**src/hw/pov_pkg.sv**
```systemverilog
package pov_pkg;

    // Columns shown per slice, one per multiplexing step of the drivers
    localparam int MULTIPLEXING = 8;
    // Each driver lights a strip of 16 LEDs for every column
    localparam int LED_PER_DRIVER = 16;
    localparam int NUM_DRIVERS = 30;
    // One image is 40 columns of 48 pixels in external RAM
    localparam int IMAGE_SIZE = 1920;
    // One buffer holds one column for each of the 15 driver pairs
    localparam int BUFF_SIZE = 240;
    localparam int BUFF_ADDR_W = 8;

    // RGB565 layout with red in the top bits and blue in the bottom bits
    typedef struct packed {
        logic [4:0] red;
        logic [5:0] green;
        logic [4:0] blue;
    } rgb565_t;

    // The loader stores raw RAM words and the slicer reads colour fields
    typedef union packed {
        logic [15:0] raw;
        rgb565_t     rgb565;
    } pixel_u;

    // Current scan position, with colour 0 for red, 1 for green and 2 for blue
    typedef struct packed {
        logic [1:0] colour;
        logic [3:0] led;
        logic [3:0] bit_slot;
        logic [2:0] column;
    } scan_pos_t;

    // Drivers face each other in pairs, so 2p and 2p+1 read the same pixel
    // The pairs sit five to a row and each row spans 5 x 16 buffer words
    function automatic logic [NUM_DRIVERS-1:0][BUFF_ADDR_W-1:0] driver_base_table();
        logic [NUM_DRIVERS-1:0][BUFF_ADDR_W-1:0] tab;
        int pair;
        for (int d = 0; d < NUM_DRIVERS; d++) begin
            pair = d / 2;
            tab[d] = BUFF_ADDR_W'((pair % 5) + 5 * LED_PER_DRIVER * (pair / 5));
        end
        return tab;
    endfunction

    localparam logic [NUM_DRIVERS-1:0][BUFF_ADDR_W-1:0] DRIVER_BASE = driver_base_table();

endpackage
```
**src/hw/scan_fsm.sv**
```systemverilog
module scan_fsm #(
    parameter int BLANKING_CYCLES = 72
) (
    input  logic               clk_33,
    input  logic               nrst,
    input  pov_pkg::scan_pos_t pos,
    input  logic               blank_done,
    input  logic               column_done,
    output logic               blank_load,
    output logic               shift_en,
    output logic               swap,
    output logic               front_sel,
    output logic               blanking,
    output logic               sync
);

    // With a single blank cycle there is no second blank cycle to carry sync
    localparam bit HAS_SECOND_BLANK = (BLANKING_CYCLES > 1);

    typedef enum logic {
        ST_BLANK,
        ST_SHIFT
    } state_t;

    state_t state;
    // High during the first cycle of every blank period
    logic   first_blank;

    assign blanking = (state == ST_BLANK);
    assign shift_en = (state == ST_SHIFT);

    // The last shift slot closes the column
    // Swapping here lets the new blank period start on the next buffer
    assign swap       = shift_en && column_done;
    assign blank_load = swap;

    always_ff @(posedge clk_33) begin
        if (!nrst) begin
            state <= ST_BLANK;
        end else begin
            case (state)
                ST_BLANK: begin
                    if (blank_done) begin
                        state <= ST_SHIFT;
                    end
                end
                ST_SHIFT: begin
                    if (column_done) begin
                        state <= ST_BLANK;
                    end
                end
                default: begin
                    state <= ST_BLANK;
                end
            endcase
        end
    end

    // Front buffer flips once per column
    always_ff @(posedge clk_33) begin
        if (!nrst) begin
            front_sel <= 1'b0;
        end else if (swap) begin
            front_sel <= ~front_sel;
        end
    end

    // Reset counts as entering blank, so the first column also gets a sync
    // The column counter has already wrapped when the blank period starts
    always_ff @(posedge clk_33) begin
        if (!nrst) begin
            first_blank <= 1'b1;
            sync        <= 1'b0;
        end else begin
            first_blank <= swap;
            sync        <= HAS_SECOND_BLANK && blanking && first_blank && (pos.column == 3'd0);
        end
    end

endmodule

```
**config.mk**
```make
export PLATFORM = sky130hd
export DESIGN_NAME = scan_fsm
export DESIGN_NICKNAME = d
export VERILOG_FILES = /design/src/hw/pov_pkg.sv /design/src/hw/scan_fsm.sv
export SDC_FILE = /design/constraint.sdc
export NUM_CORES = 1
export LEC_CHECK = 0
export CAP_MARGIN = 15
export CORE_AREA = 2 2 39 41
export CTS_CLUSTER_SIZE = 24
export DETAILED_ROUTE_END_ITERATION = 8
export DIE_AREA = 0 0 41 43
export DONT_BUFFER_PORTS = 1
export PLACE_DENSITY_LB_ADDON = 0.25
export SKIP_CTS_REPAIR_TIMING = 1
export SLEW_MARGIN = 25
export SYNTH_ARGS = -nofsm -noshare
export SYNTH_HDL_FRONTEND = slang
export SYNTH_SLANG_ARGS = --single-unit
```
**constraint.sdc**
```tcl
create_clock -name clk_33 -period 0.8 [get_ports clk_33]
set_input_delay 0.04 -clock clk_33 [delete_from_list [all_inputs] [get_ports clk_33]]
set_output_delay 0.04 -clock clk_33 [all_outputs]
set_load 0.05 [all_outputs]
```
==> impl_metrics.tcl <==
set metrics [dict create \
    outcome "complete, but fails checks" \
    violated_checks "negative hold slack, negative setup slack" \
    worstHoldStart "column_done" \
    clk_transition_reported_paths_ns 0.05 \
    buffering_stage_count_on_the_worst_path_with_inverters_included 1 \
    finalInstanceArea_um2 318 \
    worst_pin_slew_ns 0.230 \
    cp_data_required_time_ns 0.76 \
    timing.max_cap.violations 0 \
    postSynthNetCount 33 \
    pwr-share-seq 0.334 \
    max_freq_mhz 1030 \
    area_growth_pct 105 \
    globalplace.congestion 0.614 \
    pre_cts_ws_ns -0.00901 \
    drcViolationCount 0 \
    portBuffers 0 \
    netlist.area_leader.share 0.516 \
    layout.filler_cells 151 \
    insertedDiodeCount 0 \
    final_cell_mix "3 x clkbuf_4, 3 x buf_4, 2 x dfxtp_1, 2 x dlygate4sd3_1, 2 x buf_12" \
    worst_clock_skew_ns 0.00767 \
    final.hold.worst_slack_ns -0.0384 \
    swShare 0.290 \
    category_of_the_worst_setup_path_capture_point "output port" \
    setup.worst_path.class "flip-flop to output port" \
    grt_use_total 0.0522 \
    grt_pass1_vias 134 \
    irDropWorstVdd_v 0.000511 \
    count_of_distinct_cell_types_in_the_synthesized_netlist 12 \
    synthTopCellsByArea "dfxtp_1 52%, nand2b_1 8.1%, nand4b_1 5.6%" \
    report.final.slew_viol_count 0 \
    synth.largest_area_cell "dfxtp_1" \
    seq_area_frac_synth 0.516 \
    globalRouteOverflowTotal 0 \
    drt_wl_total_um 393 \
    grt_pass1_wl_um 503 \
    fin_crit_sh 1.21 \
    layout.nets 46 \
    setup_viol 7 \
    critical_path.startpoint_type "flip-flop" \
    insertion_delay_ns 0.24 \
    clock_tree.root_cell "clkbuf_4" \
    finalWorstSetupSlack_ns -0.169 \
    worstPathArrival_ns 0.93 \
    min-delay-path-class "input pin to flip-flop" \
    placed_cell_area_um2 245 \
    drive_gt1_frac 0.536 \
    cell_internal_pwr_uw 470 \
    synth.ff_latch_count 4 \
    drtPass1Iterations 4 \
    synth.cell_area_um2 155 \
    postSynthAreaPerCell_um2 9.70 \
    cellLeakagePower_uw 0.000136 \
    design.die.area_mm2 0.00176 \
    synth-warning-count 0 \
    core_area_mm2 0.00138 \
    reg2reg_from "shift_en" \
    clock_path_buffers 2 \
    power_frac_comb 0.229 \
    largest_net_degree_at_the_start_of_global_routing 7 \
    boundaryPins 23 \
    finalWorstPathRequiredPeriod_ns 0.969 \
    finalHoldViolations 2 \
    numClockSinks 4 \
    cpMaxStageDelayCell "dfxtp_4" \
    die-width_um 41 \
    starting_density_of_the_core 0.112 \
    switchingPower_uw 192 \
    p_per_area_mw_per_mm2 2080 \
    max_slew_margin 0.846 \
    cts_max_level 1 \
    clock_power_share 0.437 \
    vias 160 \
    fp.dieH_um 43 \
    synthesis.instances 16 \
    post-dp-hpwl_um 289 \
    cell_by_cell_listing_of_the_critical_path "and2_4, buf_12" \
    cts_buffers 3 \
    setup_repair_after_global_routing_missed_its_margin "true" \
    critPathMaxFanout 6 \
    rows 14 \
    route.detailed.wl_per_inst_um 8.93 \
    grt_antenna_before_repair 0 \
    worst_path_largest_cell_delay_ns 0.36 \
    viasPerCell 3.64 \
    tritoncts "done" \
    detailedRoute.firstIterationViolations 1 \
    final-seq-area_um2 85.1 \
    crit_path_start "shift_en" \
    worst_path_dominant_cell_family "flip-flops" \
    multiInputGateArea_um2 73.8 \
    fin_setup_tns_ns -0.724 \
    route.antenna.remaining_nets 0 \
]
## flip-flops by register name, summed over array words and instances (netlist names)
signal and flops:
shift_en 1, first_blank 1, sync 1, front_sel 1
## cell usage after synthesis
library cell / count
buf_4: 1
nand2b_1: 2
and3_1: 1
nor4_1: 1
o21ai_0: 1
nand2_1: 1
inv_1: 1
or2b_1: 1
dfxtp_1: 4
and2_1: 1
nand4b_1: 1
a21boi_1: 1
## path summary, 6_finish.rpt
check | to | slack (ns) | depth (start not counted)
worst min-delay path | shift_en | -0.04 | 2
worst max-delay path | blank_load | -0.17 | 2
worst max register to register | first_blank | -0.07 | 3
worst min register to register | sync | 0.46 | 1
## area by class of cell
type                       count  share of cell area
timing repair buffer           9               0.343
sequential                     4               0.268
multi-input combinational     10               0.232
clock buffer                   4              0.0827
tap                           16              0.0630
inverter                       1              0.0118
## power by group through the flow
| stage | sequential [uW] | clock [uW] | combinational, uW |
|---|---|---|---|
| 6_report | 221 | 289 | 152 |
| 2_1_floorplan | 249 | 0 | 58.2 |
| 5_1_grt | 223 | 318 | 159 |
| 4_1_cts | 220 | 296 | 126 |
| 3_5_place_dp | 223 | 0 | 126 |
| 3_3_place_gp | 222 | 0 | 125 |
## per-layer routing
layer / vias up / routed length, um / global-route usage
met5: - / 0 / 0
met4: 0 / 19 / 0.100
met3: 2 / 15 / 0.0157
met2: 4 / 237 / 0.0750
met1: 78 / 122 / 0.0321
li1: 76 / - / -
## kinds of logic after synthesis
logic type,synth area share
buf+inv,0.0726
compound gates,0.0806
flops,0.516
simple gates,0.331
## per-stage QoR
step / power (uW) / hold WS [ns] / util / std cells
after CTS: 642 / -0.115 / 0.196 / 41
after detailed placement: 349 / 0.127 / 0.177 / 37
final: 661 / -0.0384 / 0.230 / 44
after global routing: 699 / -0.0394 / 0.230 / 44
after global placement: 348 / 0.122 / 0.177 / 37
after floorplan: 307 / 0.114 / - / 16
(Power assumes the default switching activity.)
