## config.mk

```make
export PLATFORM = sky130hd
export DESIGN_NAME = scan_timer
export DESIGN_NICKNAME = d
export VERILOG_FILES = /design/src/hw/pov_pkg.sv /design/src/hw/scan_timer.sv
export SDC_FILE = /design/constraint.sdc
export NUM_CORES = 1
export LEC_CHECK = 0
export BUFFER_PORTS_ARGS = -buffer_cell sky130_fd_sc_hd__buf_2
export CAP_MARGIN = 10
export CORE_MARGIN = 5
export CORE_UTILIZATION = 40
export CTS_CLUSTER_SIZE = 30
export DETAILED_ROUTE_END_ITERATION = 8
export PLACE_DENSITY = 0.59
export SYNTH_ARGS = -nofsm -noshare
export SYNTH_HDL_FRONTEND = slang
export SYNTH_SLANG_ARGS = --single-unit
```

## constraint.sdc

```tcl
create_clock -name clk_33 -period 1.8 [get_ports clk_33]
set_input_delay 0.36 -clock clk_33 [delete_from_list [all_inputs] [get_ports clk_33]]
set_output_delay 0.36 -clock clk_33 [all_outputs]
set_load 0.01 [all_outputs]
```

## src/hw/pov_pkg.sv

```systemverilog
package pov_pkg;

    // Columns shown per slice, one per multiplexing step of the drivers
    localparam int MULTIPLEXING = 8;
    // Each driver lights a strip of 16 LEDs for every column
    localparam int LED_PER_DRIVER = 16;
    localparam int NUM_DRIVERS = 30;
    // One image is 40 columns of 48 pixels in external RAM
    localparam int IMAGE_SIZE = 1920;
    // One buffer holds one column for each of the 15 driver pairs
    localparam int BUFF_SIZE = 240;
    localparam int BUFF_ADDR_W = 8;

    // RGB565 layout with red in the top bits and blue in the bottom bits
    typedef struct packed {
        logic [4:0] red;
        logic [5:0] green;
        logic [4:0] blue;
    } rgb565_t;

    // The loader stores raw RAM words and the slicer reads colour fields
    typedef union packed {
        logic [15:0] raw;
        rgb565_t     rgb565;
    } pixel_u;

    // Current scan position, with colour 0 for red, 1 for green and 2 for blue
    typedef struct packed {
        logic [1:0] colour;
        logic [3:0] led;
        logic [3:0] bit_slot;
        logic [2:0] column;
    } scan_pos_t;

    // Drivers face each other in pairs, so 2p and 2p+1 read the same pixel
    // The pairs sit five to a row and each row spans 5 x 16 buffer words
    function automatic logic [NUM_DRIVERS-1:0][BUFF_ADDR_W-1:0] driver_base_table();
        logic [NUM_DRIVERS-1:0][BUFF_ADDR_W-1:0] tab;
        int pair;
        for (int d = 0; d < NUM_DRIVERS; d++) begin
            pair = d / 2;
            tab[d] = BUFF_ADDR_W'((pair % 5) + 5 * LED_PER_DRIVER * (pair / 5));
        end
        return tab;
    endfunction

    localparam logic [NUM_DRIVERS-1:0][BUFF_ADDR_W-1:0] DRIVER_BASE = driver_base_table();

endpackage
```

## src/hw/scan_timer.sv

```systemverilog
module scan_timer #(
    parameter int POKER_MODE      = 9,
    parameter int BLANKING_CYCLES = 72
) (
    input  logic               clk_33,
    input  logic               nrst,
    input  logic               blank_load,
    input  logic               shift_en,
    output pov_pkg::scan_pos_t pos,
    output logic               blank_done,
    output logic               column_done
);
    import pov_pkg::*;

    // The countdown needs at least one bit even for a single blank cycle
    localparam int BLANK_W = (BLANKING_CYCLES > 1) ? $clog2(BLANKING_CYCLES) : 1;

    logic [BLANK_W-1:0] blank_cnt;
    logic               colour_last;
    logic               led_last;
    logic               slot_last;

    // Terminal counts of the nested shift counters
    assign colour_last = (pos.colour == 2'd2);
    assign led_last    = (pos.led == 4'(LED_PER_DRIVER - 1));
    assign slot_last   = (pos.bit_slot == 4'd0);

    // Blue of LED 15 in bit slot 0 is the last shift slot of a column
    assign column_done = colour_last && led_last && slot_last;
    // The count sits at zero during the final blank cycle
    assign blank_done  = (blank_cnt == '0);

    // The countdown starts loaded so the first column opens with a full blank
    always_ff @(posedge clk_33) begin
        if (!nrst) begin
            blank_cnt <= BLANK_W'(BLANKING_CYCLES - 1);
        end else if (blank_load) begin
            blank_cnt <= BLANK_W'(BLANKING_CYCLES - 1);
        end else if (blank_cnt != '0) begin
            blank_cnt <= blank_cnt - 1'b1;
        end
    end

    // Colour steps fastest, then LED, then the bit slot counts down MSB first
    // The column only moves once every slot of the column has been sent
    always_ff @(posedge clk_33) begin
        if (!nrst) begin
            pos.colour   <= '0;
            pos.led      <= '0;
            pos.bit_slot <= 4'(POKER_MODE - 1);
            pos.column   <= '0;
        end else if (shift_en) begin
            if (colour_last) begin
                pos.colour <= '0;
                if (led_last) begin
                    pos.led <= '0;
                    if (slot_last) begin
                        pos.bit_slot <= 4'(POKER_MODE - 1);
                        // Column 7 wraps back to 0 to start the next slice
                        if (pos.column == 3'(MULTIPLEXING - 1)) begin
                            pos.column <= '0;
                        end else begin
                            pos.column <= pos.column + 1'b1;
                        end
                    end else begin
                        pos.bit_slot <= pos.bit_slot - 1'b1;
                    end
                end else begin
                    pos.led <= pos.led + 1'b1;
                end
            end else begin
                pos.colour <= pos.colour + 1'b1;
            end
        end
    end

endmodule

```

==> results of run 1 <==
## power groups by stage
stage	clock network [mW]	logic, mW	registers [mW]
final	0.204	0.0494	0.454
after global routing	0.242	0.0549	0.455
after CTS	0.220	0.0497	0.454
after detailed placement	0	0.0443	0.466
after global placement	0	0.0428	0.465
after floorplan	0	0.0247	0.467
## per-layer routing
metal,track usage,part of all wire
met5,0,0
met4,0.06646,0.0074
met3,0.01944,0.041
met2,0.1991,0.45
met1,0.1710,0.50
## critical path: stages, from the launching register on
cell and delay [ns]:
dfxtp_2 0.33, or4_4 0.53, nor4b_2 0.21, and2_1 0.15, buf_2 0.12
## stage by stage
stage / setup WS, ns / utilization / hold slack (ns) / cells / power [mW]
3_3_place_gp: 0.08005 / 0.4811 / 0.4634 / 161 / 0.5083
3_5_place_dp: 0.05704 / 0.4811 / 0.4713 / 161 / 0.5100
2_1_floorplan: 0.08497 / - / 0.4467 / 107 / 0.4912
4_1_cts: -0.2170 / 0.5158 / 0.3437 / 168 / 0.7233
6_report: -0.1865 / 0.5173 / 0.3542 / 168 / 0.7078
5_1_grt: -0.2695 / 0.5173 / 0.3535 / 168 / 0.7517
## area by class of cell
type,instances,area [sq um],area share
sequential,20,411.6,0.3241
clock buffer,3,22.52,0.01773
inverter,5,18.77,0.01478
tap,30,37.54,0.02956
multi-input combinational,80,593.1,0.4670
timing repair buffer,30,186.4,0.1468
## cell families after synthesis
family	count (synthesis)	share of synthesized area
buffers and inverters	7	0.03350
AND/OR/NAND/NOR	44	0.2804
AO/OA/AOI/OAI	20	0.1179
XOR/XNOR	5	0.04343
adder cells (fa/ha/maj)	5	0.06203
flip-flops	20	0.3970
multiplexers	6	0.06575
## Yosys cell counts (2+ instances only)
master    number  area, sq um
nor2_1         6        22.52
nor3_1         2        10.01
or4_1          2        15.01
xnor2_1        3        26.28
o21ai_0        7        35.03
nand3b_1       3        22.52
o311ai_0       2        17.52
nor3b_1        2        15.01
nand2_1       11        41.29
or3_1          5        31.28
xor2_1         2        17.52
nand2b_1       2        12.51
ha_1           5        62.56
mux2i_1        4        40.04
o21ai_1        2        10.01
a21oi_1        5        25.02
o31ai_1        2        15.01
dfxtp_1       20        400.4
inv_1          5        18.77
## worst max path at each step
| stage | from | endpoint | slack [ns] | cells after the start |
|---|---|---|---|---|
| after detailed placement | pos[6] | column_done | 0.06 | 4 |
| after global routing | pos[3] | column_done | -0.27 | 4 |
| after CTS | pos[3] | column_done | -0.22 | 4 |
| after global placement | pos[6] | column_done | 0.08 | 4 |
| after floorplan | pos[6] | column_done | 0.08 | 3 |
| final | pos[3] | column_done | -0.19 | 4 |
## registers in the layout, summed over array words and instances, names as in the netlist
signal     count
blank_cnt      7
pos           13
## repair_timing
item	CTS	global route
buffers inserted	4	0
pin swaps	5	1
setup endpoints to repair	2	2
resized for setup	12	4
hold buffers	0	0
==> impl_metrics.toml, run 1 <==
[run_status]
outcome = "finished with violations"
violations = "setup timing"

[timing]
fmax_mhz = 503.4
layout_setup_ws_ns = -0.1865
setup_viol = 1
worst_pin_slew_ns = 0.4152
grt_setup_unrepaired = "yes"
final_max_slew_viol_count = 0
relSlewSlack = 0.7226
hold_violations = 0
fin_crit_sh = 1.104
tns_ns = -0.1865
skew_ns = 0.002092
fin_crit_ns = 1.986

[setup_path]
critPathLaunchType = "register"
r2r_slack_ns = 0.24
end_kind = "output port"
r2r-end = "pos[6]"
critPathArrivalTime_ns = 1.63
ff2ff_path_depth = 4
cp_max_fo = 2
r2r_start = "pos[3]"
setup.worst_path.class = "register to output port"
worstPathRequired_ns = 1.44

[cells_and_area]
drive_gt1_frac = 0.3913
antenna_cells = 0
nets = 149
layout_commonest_cell = "buf_2"
final_cell_mix = "buf_2, dfxtp_1, buf_4, nand2_1, o21ai_0"
areaGrowthSynthToFinish_pct = 25.93
design_area_sq_um = 1270
n_fill_cell = 232

[power_and_ir_drop]
p_comb_frac = 0.070
p_sw_mw = 0.1603
leakage_nw = 0.5826
swShare = 0.2264
vdd_drop_max_mv = 0.3397
p_clk_frac = 0.289
p_seq_frac = 0.641
p_int_mw = 0.5476
power_density_nw_per_um2 = 557.4

[synthesis]
yosysSeqAreaShare = 0.3970
synth_cell_type_count = 36
synthArstFlopShare = 0
syn_area_sq_um = 1008
ys_ff_latch = 20
synthFlopType = "dfxtp_1"
synth_nets = 116
synth_edf_count = 0
synth.avg_cell_area_sq_um = 9.425
ys_warn_count = 0
synth_cells = 107

[global_routing]
track_usage = 0.1286
grt_max_degree = 14
antenna_found_initial = 0
grt_pass1_vias = 828
grt_pass1_wl_mm = 3.560
gr-total-overflow = 0

[floorplan]
io_pins = 19
die_w_um = 60.21
dieArea_sq_um = 3625
start_util = 0.4108
die_h_um = 60.21
placementRows = 18
core-area_sq_um = 2455

[route]
vias = 862
wire_per_inst_um = 12.07
first_pass_iters = 4
drc = 0
ant_nets = 0
drt_iter0_drc = 20
wirelength_mm = 2.027
via_per_inst = 5.131

[clocking]
cts_tree = "built"
cts.path.max_buffers = 2
numCtsBuffers = 3
clk_latency_ns = 0.29
clk_pin_slew_ns = 0.10
cts-root-buf = "clkbuf_4"
cts_sinks = 20
htreeDepth = 1

[job]
max_cap_viol_count = 0

[hold_path]
hold_class = "input pin to register"
min_from = "blank_load"
holdPathEnd = "blank_cnt[6]"
hold_path_depth = 3

[placed_design]
dp_hpwl_mm = 1.528
post_dp_cell_area_sq_um = 1181
place_congestion = 0.7131
port_buffers = 18
Note: power is estimated with default switching activity, not from simulation.
==> inputs of run 2 (changes only) <==
==> constraint.sdc (replaced) <==
create_clock -name clk_33 -period 1.95 [get_ports clk_33]
set_input_delay 0.39 -clock clk_33 [delete_from_list [all_inputs] [get_ports clk_33]]
set_output_delay 0.39 -clock clk_33 [all_outputs]
set_load 0.01 [all_outputs]
==> run 2 against run 1 <==
Net effect:
- the run still ends with setup timing left
- total power decreased by 1.5%
- register-to-register slack better by 0.09 ns
- worst setup slack better by 0.096 ns
- clock-buffer cell count is 1 higher
- sequential power is 7.0% lower
- global-route usage decreased by 0.82 points
- via count decreased by 1.7%
- hold slack better by 0.020 ns
- cell count down 3.0%
- clock power up 16%
- critical path type unchanged
- highest routed layer is now met3
==> impl_metrics.toml, run 2 (synthesized netlist as in run 1, its figures left out) <==
[timing]
skew_ns = 0.001729
fin_crit_ns = 2.040
layout_setup_ws_ns = -0.08999
fmax_mhz = 490.2
worst_pin_slew_ns = 0.3799
final_max_slew_viol_count = 0
hold_ws_ns = 0.3739
setup_viol = 1
grt_setup_unrepaired = "yes"
relSlewSlack = 0.7462
hold_violations = 0
tns_ns = -0.08999
fin_crit_sh = 1.046

[cells_and_area]
final_cell_mix = "buf_2, dfxtp_1, nand2_1, o21ai_0"
largest_reg_flops = 13
areaGrowthSynthToFinish_pct = 21.09
final_cells = 163
antenna_cells = 0
design_area_sq_um = 1221
nets = 143
drive_gt1_frac = 0.3233
layout_commonest_cell = "buf_2"
top_regs = "pos: 13 flops, blank_cnt: 7 flops"
largest_register = "pos"

[job]
max_cap_viol_count = 0

[power_and_ir_drop]
p_comb_frac = 0.055
power_density_nw_per_um2 = 571.2
p_sw_mw = 0.1530
swShare = 0.2194
p_int_mw = 0.5445
finalPower_mw = 0.6975
p_seq_frac = 0.605
leakage_nw = 0.5664
p_clk_frac = 0.340
vdd_drop_max_mv = 0.3683

[setup_path]
cpPeakStageDelay_ns = 0.53
end_kind = "output port"
critPathArrivalTime_ns = 1.65
cp_max_fo = 2
crit_start = "pos[3]"
r2r_start = "pos[8]"
path_cells = "or4_4 > nor4b_2 > and2_1 > buf_2"
critPathLaunchType = "register"
crit_slowest_cell = "or4_4"
setup.worst_path.class = "register to output port"
ff2ff_path_depth = 5
worstPathRequired_ns = 1.56

[floorplan]
die_w_um = 60.21
dieArea_sq_um = 3625
start_util = 0.4108
io_pins = 19
die_h_um = 60.21
core-area_sq_um = 2455
placementRows = 18

[global_routing]
grt_max_degree = 14
gr-total-overflow = 0
track_usage = 0.1204
antenna_found_initial = 0
grt_pass1_vias = 803
grt_pass1_wl_mm = 3.401

[placed_design]
post_dp_cell_area_sq_um = 1136
place_congestion = 0.7113
post-place-cells = 155
port_buffers = 18
dp_hpwl_mm = 1.440

[clocking]
clk_pin_slew_ns = 0.11
numCtsBuffers = 3
htreeDepth = 1
cts_tree = "built"
hold_buffers = 0
cts-root-buf = "clkbuf_4"
cts.path.max_buffers = 2
clk_latency_ns = 0.29
cts_sinks = 20

[hold_path]
hold_path_depth = 3
min_from = "blank_load"
hold_class = "input pin to register"

[route]
drt_iter0_drc = 11
ant_nets = 0
drc = 0
first_pass_iters = 4
vias = 847
wirelength_mm = 2.019
wire_per_inst_um = 12.39
via_per_inst = 5.196

[run_status]
violations = "setup timing"
outcome = "finished with violations"
run 2: changes by cell type in the layout (fill, tap and decap cells not counted):
cell	delta
dfxtp_2	-2
nand2_2	-1
ha_1	+1
inv_2	-1
buf_6	-1
buf_4	-6
nand2_1	+1
inv_1	+1
ha_2	-1
dfxtp_1	+3
clkbuf_8	+1
dfxtp_4	-1
buf_2	+1
run 2: power by group through the flow:
stage / clock, mW / combinational (mW) / sequential (mW)
floorplan: 0 / 0.0228 / 0.431
global placement: 0 / 0.0372 / 0.430
detailed placement: 0 / 0.0385 / 0.431
CTS: 0.249 / 0.0386 / 0.422
global route: 0.271 / 0.0433 / 0.424
finish: 0.237 / 0.0384 / 0.422
run 2: routing by layer:
metal	wire (um)	share of wire	vias to the layer above	global-route usage
met5	0	0	-	0
met2	972	0.48	14	0.2006
met4	0	0	0	0.01899
li1	-	-	437	-
met3	86	0.043	0	0.02808
met1	960	0.48	396	0.1599
run 2: area by class of cell:
class | count | area (sq um)
well taps | 30 | 37.54
repair buffers | 24 | 135.1
clock buffers | 4 | 36.28
inverters | 5 | 18.77
fillers | 249 | 1234
flip-flops and latches | 20 | 405.4
multi-input cells | 80 | 588.1
run 2: critical path, delay by kind of cell (launching register included):
kind	cells	cell delay, ns
and+or+nand+nor	3	0.90
buffers and inverters	1	0.12
DFF	1	0.34
run 2: worst paths after layout:
path | to | slack, ns
worst max-delay path | column_done | -0.09
worst min-delay path | blank_cnt[2] | 0.37
worst max register to register | pos[6] | 0.33
worst min register to register | pos[1] | 0.49
run 2: what timing repair did:
action	in CTS	in global routing
setup buffers	3	1
resized for setup	4	4
pin swaps	3	2
endpoints found under the setup margin	2	2
run 2: per-stage QoR:
step | setup slack [ns] | util
floorplan | 0.2050 | -
global placement | 0.1074 | 0.4628
detailed placement | 0.07869 | 0.4628
CTS | -0.1094 | 0.4918
global route | -0.1577 | 0.4975
finish | -0.08999 | 0.4975
