### src/hw/pov_pkg.sv
package pov_pkg;

    // Columns shown per slice, one per multiplexing step of the drivers
    localparam int MULTIPLEXING = 8;
    // Each driver lights a strip of 16 LEDs for every column
    localparam int LED_PER_DRIVER = 16;
    localparam int NUM_DRIVERS = 30;
    // One image is 40 columns of 48 pixels in external RAM
    localparam int IMAGE_SIZE = 1920;
    // One buffer holds one column for each of the 15 driver pairs
    localparam int BUFF_SIZE = 240;
    localparam int BUFF_ADDR_W = 8;

    // RGB565 layout with red in the top bits and blue in the bottom bits
    typedef struct packed {
        logic [4:0] red;
        logic [5:0] green;
        logic [4:0] blue;
    } rgb565_t;

    // The loader stores raw RAM words and the slicer reads colour fields
    typedef union packed {
        logic [15:0] raw;
        rgb565_t     rgb565;
    } pixel_u;

    // Current scan position, with colour 0 for red, 1 for green and 2 for blue
    typedef struct packed {
        logic [1:0] colour;
        logic [3:0] led;
        logic [3:0] bit_slot;
        logic [2:0] column;
    } scan_pos_t;

    // Drivers face each other in pairs, so 2p and 2p+1 read the same pixel
    // The pairs sit five to a row and each row spans 5 x 16 buffer words
    function automatic logic [NUM_DRIVERS-1:0][BUFF_ADDR_W-1:0] driver_base_table();
        logic [NUM_DRIVERS-1:0][BUFF_ADDR_W-1:0] tab;
        int pair;
        for (int d = 0; d < NUM_DRIVERS; d++) begin
            pair = d / 2;
            tab[d] = BUFF_ADDR_W'((pair % 5) + 5 * LED_PER_DRIVER * (pair / 5));
        end
        return tab;
    endfunction

    localparam logic [NUM_DRIVERS-1:0][BUFF_ADDR_W-1:0] DRIVER_BASE = driver_base_table();

endpackage
### src/hw/column_loader.sv
module column_loader #(
    parameter int RAM_ADDR_WIDTH = 32,
    parameter int RAM_BASE       = 0
) (
    input  logic                            clk_33,
    input  logic                            nrst,
    input  logic [7:0]                      enc_position,
    input  logic                            enc_sync,
    input  logic                            swap,
    output logic [RAM_ADDR_WIDTH-1:0]       ram_addr,
    input  logic [15:0]                     ram_data,
    output logic                            wr_en,
    output logic [pov_pkg::BUFF_ADDR_W-1:0] wr_idx,
    output pov_pkg::pixel_u                 wr_word
);
    import pov_pkg::*;

    localparam int COL_W = $clog2(MULTIPLEXING);

    logic [RAM_ADDR_WIDTH-1:0] image_start;
    logic [RAM_ADDR_WIDTH-1:0] new_start;
    logic [COL_W-1:0]          column;
    logic [COL_W-1:0]          next_column;
    logic [BUFF_ADDR_W-1:0]    word_idx;
    logic                      loading;
    logic                      last_word;

    // Each encoder position selects one whole image in RAM
    assign new_start = RAM_ADDR_WIDTH'(RAM_BASE)
                     + RAM_ADDR_WIDTH'(enc_position) * RAM_ADDR_WIDTH'(IMAGE_SIZE);

    assign next_column = (column == COL_W'(MULTIPLEXING - 1)) ? '0 : column + 1'b1;
    assign last_word   = (word_idx == BUFF_ADDR_W'(BUFF_SIZE - 1));

    // Stepping the address by 8 keeps the same column of the next driver strip
    // A new image restarts at column 0 and a swap moves on to the next column
    always_ff @(posedge clk_33) begin
        if (!nrst) begin
            image_start <= RAM_ADDR_WIDTH'(RAM_BASE);
            ram_addr    <= RAM_ADDR_WIDTH'(RAM_BASE);
            column      <= '0;
            word_idx    <= '0;
            loading     <= 1'b1;
        end else if (enc_sync) begin
            image_start <= new_start;
            ram_addr    <= new_start;
            column      <= '0;
            word_idx    <= '0;
            loading     <= 1'b1;
        end else if (swap) begin
            column   <= next_column;
            ram_addr <= image_start + RAM_ADDR_WIDTH'(next_column);
            word_idx <= '0;
            loading  <= 1'b1;
        end else if (loading) begin
            ram_addr <= ram_addr + RAM_ADDR_WIDTH'(MULTIPLEXING);
            word_idx <= word_idx + 1'b1;
            // Stop after word 239 and idle until the next swap
            loading  <= !last_word;
        end
    end

    // The RAM answers in the same cycle, so the word is registered with its index
    // A restart cycle carries a stale address and writes nothing
    always_ff @(posedge clk_33) begin
        if (!nrst) begin
            wr_en <= 1'b0;
        end else begin
            wr_en <= loading && !enc_sync && !swap;
        end
    end

    always_ff @(posedge clk_33) begin
        wr_idx      <= word_idx;
        wr_word.raw <= ram_data;
    end

endmodule

### config.mk
export PLATFORM = sky130hd
export DESIGN_NAME = column_loader
export DESIGN_NICKNAME = d
export VERILOG_FILES = /design/src/hw/pov_pkg.sv /design/src/hw/column_loader.sv
export SDC_FILE = /design/constraint.sdc
export NUM_CORES = 1
export LEC_CHECK = 0
export BUFFER_PORTS_ARGS = -buffer_cell sky130_fd_sc_hd__buf_2
export CAP_MARGIN = 20
export CORE_MARGIN = 4
export CORE_UTILIZATION = 49
export DETAILED_ROUTE_END_ITERATION = 7
export GPL_TIMING_DRIVEN = 0
export PLACE_DENSITY = 0.76
export SETUP_SLACK_MARGIN = 0.15
export SYNTH_ARGS = -nofsm -noshare
export SYNTH_HDL_FRONTEND = slang
export SYNTH_SLANG_ARGS = --single-unit
export TNS_END_PERCENT = 50
### constraint.sdc
create_clock -name clk_33 -period 2.8 [get_ports clk_33]
set_input_delay 0.56 -clock clk_33 [delete_from_list [all_inputs] [get_ports clk_33]]
set_output_delay 0.56 -clock clk_33 [all_outputs]
set_load 0.1 [all_outputs]
==> results of run 1 <==
==> kinds of logic (layout without fill, tap and decap cells) <==
kind of cell	after synthesis	in the layout	share of synthesized area (%)
mux	13	13	3.433
fa+ha+maj	32	32	12.89
xor+xnor	28	28	6.347
compound gates	70	70	11.82
buf+inv	40	149	3.886
flops	81	81	41.97
simple gates	148	148	19.66
==> worst register-to-register path, stage by stage (launching register included) <==
cell and delay (ns):
dfxtp_1 0.32, clkbuf_1 0.33, nand4_1 0.20, or2_1 0.24, clkbuf_1 0.18, nor3_1 0.24, mux2_1 0.35, o21bai_1 0.13
==> timing repair <==
item | in CTS | in global routing
pin swaps | 14 | 10
setup endpoints to repair | 11 | 12
resized for setup | 22 | 13
buffers inserted | 7 | 2
==> power by group through the flow <==
stage | clock network, mW | logic (mW) | registers [mW]
final | 0.777 | 1.14 | 1.31
after global routing | 0.840 | 1.23 | 1.32
after CTS | 0.793 | 1.08 | 1.31
after detailed placement | 0 | 0.988 | 1.33
after global placement | 0 | 0.966 | 1.33
after floorplan | 0 | 0.464 | 1.66
==> placed cells by master (no fill, tap or decap), drive strengths merged, types with 3 or more instances in the layout <==
master / instances
o21bai: 3
a21oi: 17
buf: 94
xor2: 13
nor3: 9
dfxtp: 81
o211ai: 3
or3: 6
nand3: 17
nand2: 33
o21ai: 17
and2: 4
mux2i: 11
inv: 27
ha: 19
clkbuf: 24
nor3b: 3
nand4: 15
and3: 3
fa: 13
a211oi: 4
o22ai: 3
nor4: 6
nor2: 43
xnor2: 15
a21o: 5
nand2b: 4
==> routing by layer <==
metal / vias to the layer above / GRT usage, % / routed length, um / share of wire (%)
met1: 1482 / 22.85 / 3717 / 43
met5: - / 0 / 0 / 0
met3: 8 / 5.191 / 535 / 6.2
met4: 0 / 5.724 / 97 / 1.1
li1: 1636 / - / - / -
met2: 94 / 32.27 / 4249 / 49
==> state kept, by name, indices dropped and copies added (netlist names), named ones only <==
| signal | cells |
|---|---|
| loading | 1 |
| wr_en | 1 |
| column | 3 |
| ram_addr | 29 |
| image_start | 12 |
| wr_word | 16 |
| word_idx | 8 |
| wr_idx | 8 |
==> stage by stage <==
stage / instances / hold slack (ns) / total power [mW] / setup WS, ns
3_3_place_gp: 598 / 0.3601 / 2.295 / -0.3826
3_5_place_dp: 598 / 0.3637 / 2.321 / -0.5024
5_1_grt: 623 / 0.2766 / 3.393 / -0.1069
2_1_floorplan: 412 / 0.3508 / 2.127 / -0.09400
4_1_cts: 621 / 0.2877 / 3.178 / 0.01238
6_report: 623 / 0.3025 / 3.224 / 0.02270
==> area by class of cell <==
class | count | area share (%)
multi-input combinational | 291 | 46.19
timing repair buffer | 93 | 10.62
clock inverter | 6 | 1.062
inverter | 25 | 2.123
sequential | 81 | 33.56
tap | 102 | 2.641
clock buffer | 10 | 2.641
buffer | 15 | 1.165
==> final timing paths <==
kind,from,end,slack (ns)
worst max-delay path,enc_position[0],image_start[15]$_SDFFE_PN0P_,0.02
worst min-delay path,ram_data[0],wr_word[0]$_DFF_P_,0.30
worst max register to register,loading$_SDFF_PP1_,ram_addr[18]$_SDFFE_PN0P_,0.75
worst min register to register,word_idx[4]$_SDFFE_PP0P_,wr_idx[4]$_DFF_P_,0.38
==> flow_summary.yaml, run 1 <==
floorplanning:
  dieWidth_um: 96.80
  core_area_um2: 7687
  placementRows: 32
  initial_core_util_pct: 50.26
  die_y_um: 96.80
  die_area_um2: 9370
  num_io_pins: 85
sta:
  setup_viol: 0
  min_period_ns: 2.777
  relSlewSlack_pct: 59.78
  finalHoldViolCount: 0
  tns_ns: 0
  clock.fmax_mhz: 360.1
  slew_violations: 0
  fin_crit_sh_pct: 99.19
  tightest_slew_ns: 0.5983
  rsz0062_at_grt: "true"
  finalClockSkew_ns: 0.009093
power_and_ir_drop:
  switching_share_pct: 39.22
  p_int_mw: 1.959
  clockPowerShare_pct: 24.1
  p_sw_mw: 1.264
  vdd_drop_max_v: 0.0002883
  share_comb_of_total_power_pct: 35.4
  sequentialPowerShare_pct: 40.5
  p_per_area_nw_per_um2: 667.2
  p_leak_nw: 2.093
hold_path:
  hp-class: "in2reg"
  timing.hold.worst_path_depth: 1
synthesis:
  yosys_register_bits: 81
  yosysWarnings: 0
  syn_avg_cell_area_um2: 9.378
  synthCells: 412
  syn_area_um2: 3864
  synth_edf_count: 0
  synth.most_common_cell: "dfxtp_1"
  synthTopCellsByArea: "dfxtp_1 42%, fa_1 6.7%, ha_1 6.2%"
  synth_cell_type_count: 51
  synth_fp_nets: 472
  ys_top_cells_by_count: "81 x dfxtp_1, 43 x nor2_1, 33 x nand2_1"
  synth.largest_area_cell: "dfxtp_1"
  synth_ff_type: "dfxtp_1"
  async_flop_share_pct: 0
  synth_top_area_share_pct: 41.97
  seq_area_frac_synth_pct: 41.97
clocking:
  cts.htree.levels: 3
  root_buffer: "clkbuf_8"
  cts_sinks: 81
  cts_buffers: 9
  clk_pin_slew_worst_paths_ns: 0.08
  clk_latency_ns: 0.35
  holdBufCountCts: 0
  cts_tree: "yes"
  cts_buffer_depth: 2
drt:
  viasPerCell: 5.169
  drt.antenna.violating_nets: 0
  drt_wl_total_um: 8599
  wl_per_cell_um: 13.80
  drt-pass1-iter-count: 4
  drc: 0
  vias: 3220
  drt_iter0_markers: 135
outcome:
  outcome: "completed"
critical_path:
  crit_path_end_kind: "register"
  cp_top_family: "adder cells"
  cp_slowest_cell: "fa_1"
  cp_cell_sequence: "buf_8, fa_1, fa_1, fa_2, a211oi_4, buf_4, o21bai_1, a21oi_1, xnor2_1, a22o_1"
  start_kind: "primary input"
  cp.arrival_ns: 3.02
  path_class: "in2reg"
  cp_common_cell: "fa_1"
  r2r_cells: 7
  critical_path_depth: 10
  cp_num_buf_inv: 2
  cp_slowest_stage_delay_ns: 0.57
  required_ns: 3.05
  crit_fanout: 2
flow_run:
  drv_cap: 0
placed_design:
  gp_congestion: 0.8025
  dpl-instance-area_um2: 4458
  portBuffers: 84
  place_hpwl_um: 6570
final_layout:
  final_util_pct: 62.86
  drive_gt1_share_pct: 27.26
  fin_nets: 576
  area_delta_synth_final_pct: 25.06
  diodes: 0
  final_cell_area_um2: 4832
  fillCellCount: 678
  multi_input_area_um2: 2232
  ff_latch_area_um2: 1622
grt:
  grt_overflow: 0
  grt_pass1_vias: 3110
  grt_max_degree: 16
  grt_pass1_wl_um: 14630
  antenna_found_initial: 0
  gr-usage-all-layers_pct: 18.79
Note: power is estimated with default switching activity, not from simulation.
==> inputs of run 2 (changes only) <==
Settings changed: REMOVE_ABC_BUFFERS set to 1.
==> flow_summary.yaml, run 2 (synthesis results as in run 1) <==
sta:
  slew_violations: 0
  fin_ws_ns: -0.02708
  clock.fmax_mhz: 353.7
  tightest_slew_ns: 0.7495
  finalClockSkew_ns: 0.01014
  min_period_ns: 2.827
  setup_viol: 2
  finalHoldViolCount: 0
  hold_slack_ns: 0.3096
  relSlewSlack_pct: 49.91
  rsz0062_at_grt: "true"
  fin_crit_sh_pct: 101.0
floorplanning:
  placementRows: 32
  initial_core_util_pct: 50.26
  core_area_um2: 7687
  die_y_um: 96.80
  dieWidth_um: 96.80
  num_io_pins: 85
  die_area_um2: 9370
critical_path:
  start_kind: "primary input"
  reg2reg_setup_slack_ns: 0.69
  cp.arrival_ns: 3.06
  required_ns: 3.03
  r2r_cells: 5
  path_class: "in2reg"
  crit_fanout: 5
  startpoint: "enc_position[5]"
  reg2reg_to: "ram_addr[18]$_SDFFE_PN0P_"
  r2r_start: "loading$_SDFF_PP1_"
  endpoint: "ram_addr[18]$_SDFFE_PN0P_"
  crit_path_end_kind: "register"
final_layout:
  multi_input_area_um2: 2270
  fin_nets: 563
  drive_gt1_share_pct: 29.92
  final_util_pct: 63.00
  area_delta_synth_final_pct: 25.36
  ff_latch_area_um2: 1622
  fillCellCount: 664
  diodes: 0
  reg_top3: "ram_addr (29), wr_word (16), image_start (12)"
  largest_reg_flops: 29
  final_cells: 610
  layout_commonest_cell: "dfxtp_1"
  top_register: "ram_addr"
  final_cell_mix: "81 x dfxtp_1, 79 x buf_2, 41 x nor2_1"
drt:
  drt.antenna.violating_nets: 0
  vias: 3216
  drc: 0
  viasPerCell: 5.272
  wl_per_cell_um: 13.85
  drt_iter0_markers: 197
  drt-pass1-iter-count: 4
  drt_wl_total_um: 8450
power_and_ir_drop:
  power_mw: 3.274
  p_per_area_nw_per_um2: 676.0
  sequentialPowerShare_pct: 39.8
  share_comb_of_total_power_pct: 36.3
  p_leak_nw: 2.100
  clockPowerShare_pct: 23.9
  switching_share_pct: 38.76
  p_int_mw: 2.005
  vdd_drop_max_v: 0.0003137
  p_sw_mw: 1.269
grt:
  antenna_found_initial: 0
  busiest_layer: "met2"
  grt_pass1_wl_um: 14320
  grt_max_degree: 23
  grtUsageMet2_pct: 32.43
  grt_pass1_vias: 3126
  grt_use_met1_pct: 21.44
  grt_util_met3_pct: 3.533
  gr-usage-all-layers_pct: 18.01
  grt_overflow: 0
clocking:
  cts_sinks: 81
  cts.htree.levels: 3
  cts_buffers: 9
  cts_buffer_depth: 2
  cts_tree: "yes"
  clk_pin_slew_worst_paths_ns: 0.09
  root_buffer: "clkbuf_8"
  clk_latency_ns: 0.34
placed_design:
  gp_congestion: 0.8314
  place_inst: 583
  place_hpwl_um: 6066
  portBuffers: 84
hold_path:
  hp-class: "in2reg"
  hold_start: "ram_data[5]"
outcome:
  failed_checks: "setup timing"
  outcome: "complete, but fails checks"
flow_run:
  drv_cap: 0
## run 2: worst min path at each step
stage	to	cells after the start
detailed placement	wr_idx[4]$_DFF_P_	0
CTS	wr_word[5]$_DFF_P_	1
global placement	wr_idx[4]$_DFF_P_	0
global route	wr_word[5]$_DFF_P_	1
floorplan	wr_idx[4]$_DFF_P_	0
finish	wr_word[5]$_DFF_P_	1
## run 2: power groups by stage
stage	clock [mW]	sequential, mW	combinational [mW]
after global routing	0.845	1.32	1.27
after floorplan	0	1.66	0.421
final	0.782	1.30	1.19
after global placement	0	1.33	0.920
after detailed placement	0	1.33	0.938
after CTS	0.794	1.30	1.07
## run 2: layer usage
layer	share of wire, %	wire (um)	vias up
met4	0.75	63	0
met2	51	4301	85
met3	5.6	472	8
met1	43	3613	1514
li1	-	-	1609
met5	0	0	-
## run 2: timing repair
item,in CTS,in global routing
endpoints found under the setup margin,12,14
resized for setup,30,20
pin swaps,29,15
hold buffers,0,0
setup buffers,8,3
## run 2: stage by stage
step	worst slack, ns	setup TNS [ns]	instance area [um^2]
5_1_grt	-0.1246	-0.3639	4843
6_report	-0.02708	-0.04415	4843
2_1_floorplan	-0.2351	-1.324	3807
3_5_place_dp	-0.6697	-5.894	4355
4_1_cts	-0.03173	-0.03650	4731
3_3_place_gp	-0.6142	-5.039	4355
## run 2: area by class of cell
class / instances / area share, %
clock buffer: 10 / 2.842
sequential: 81 / 33.48
timing repair buffer: 95 / 11.11
clock inverter: 6 / 1.059
inverter: 25 / 2.015
tap: 102 / 2.635
multi-input combinational: 291 / 46.86
## run 2: worst max-delay path: stages
cell and delay [ns]:
buf_6 0.07, clkinvlp_4 0.14, fa_1 0.49, fa_1 0.51, inv_2 0.05, ha_4 0.26, o211ai_1 0.14, buf_4 0.18
a21o_1 0.18, a21oi_1 0.15, o211ai_1 0.15, o21bai_1 0.19
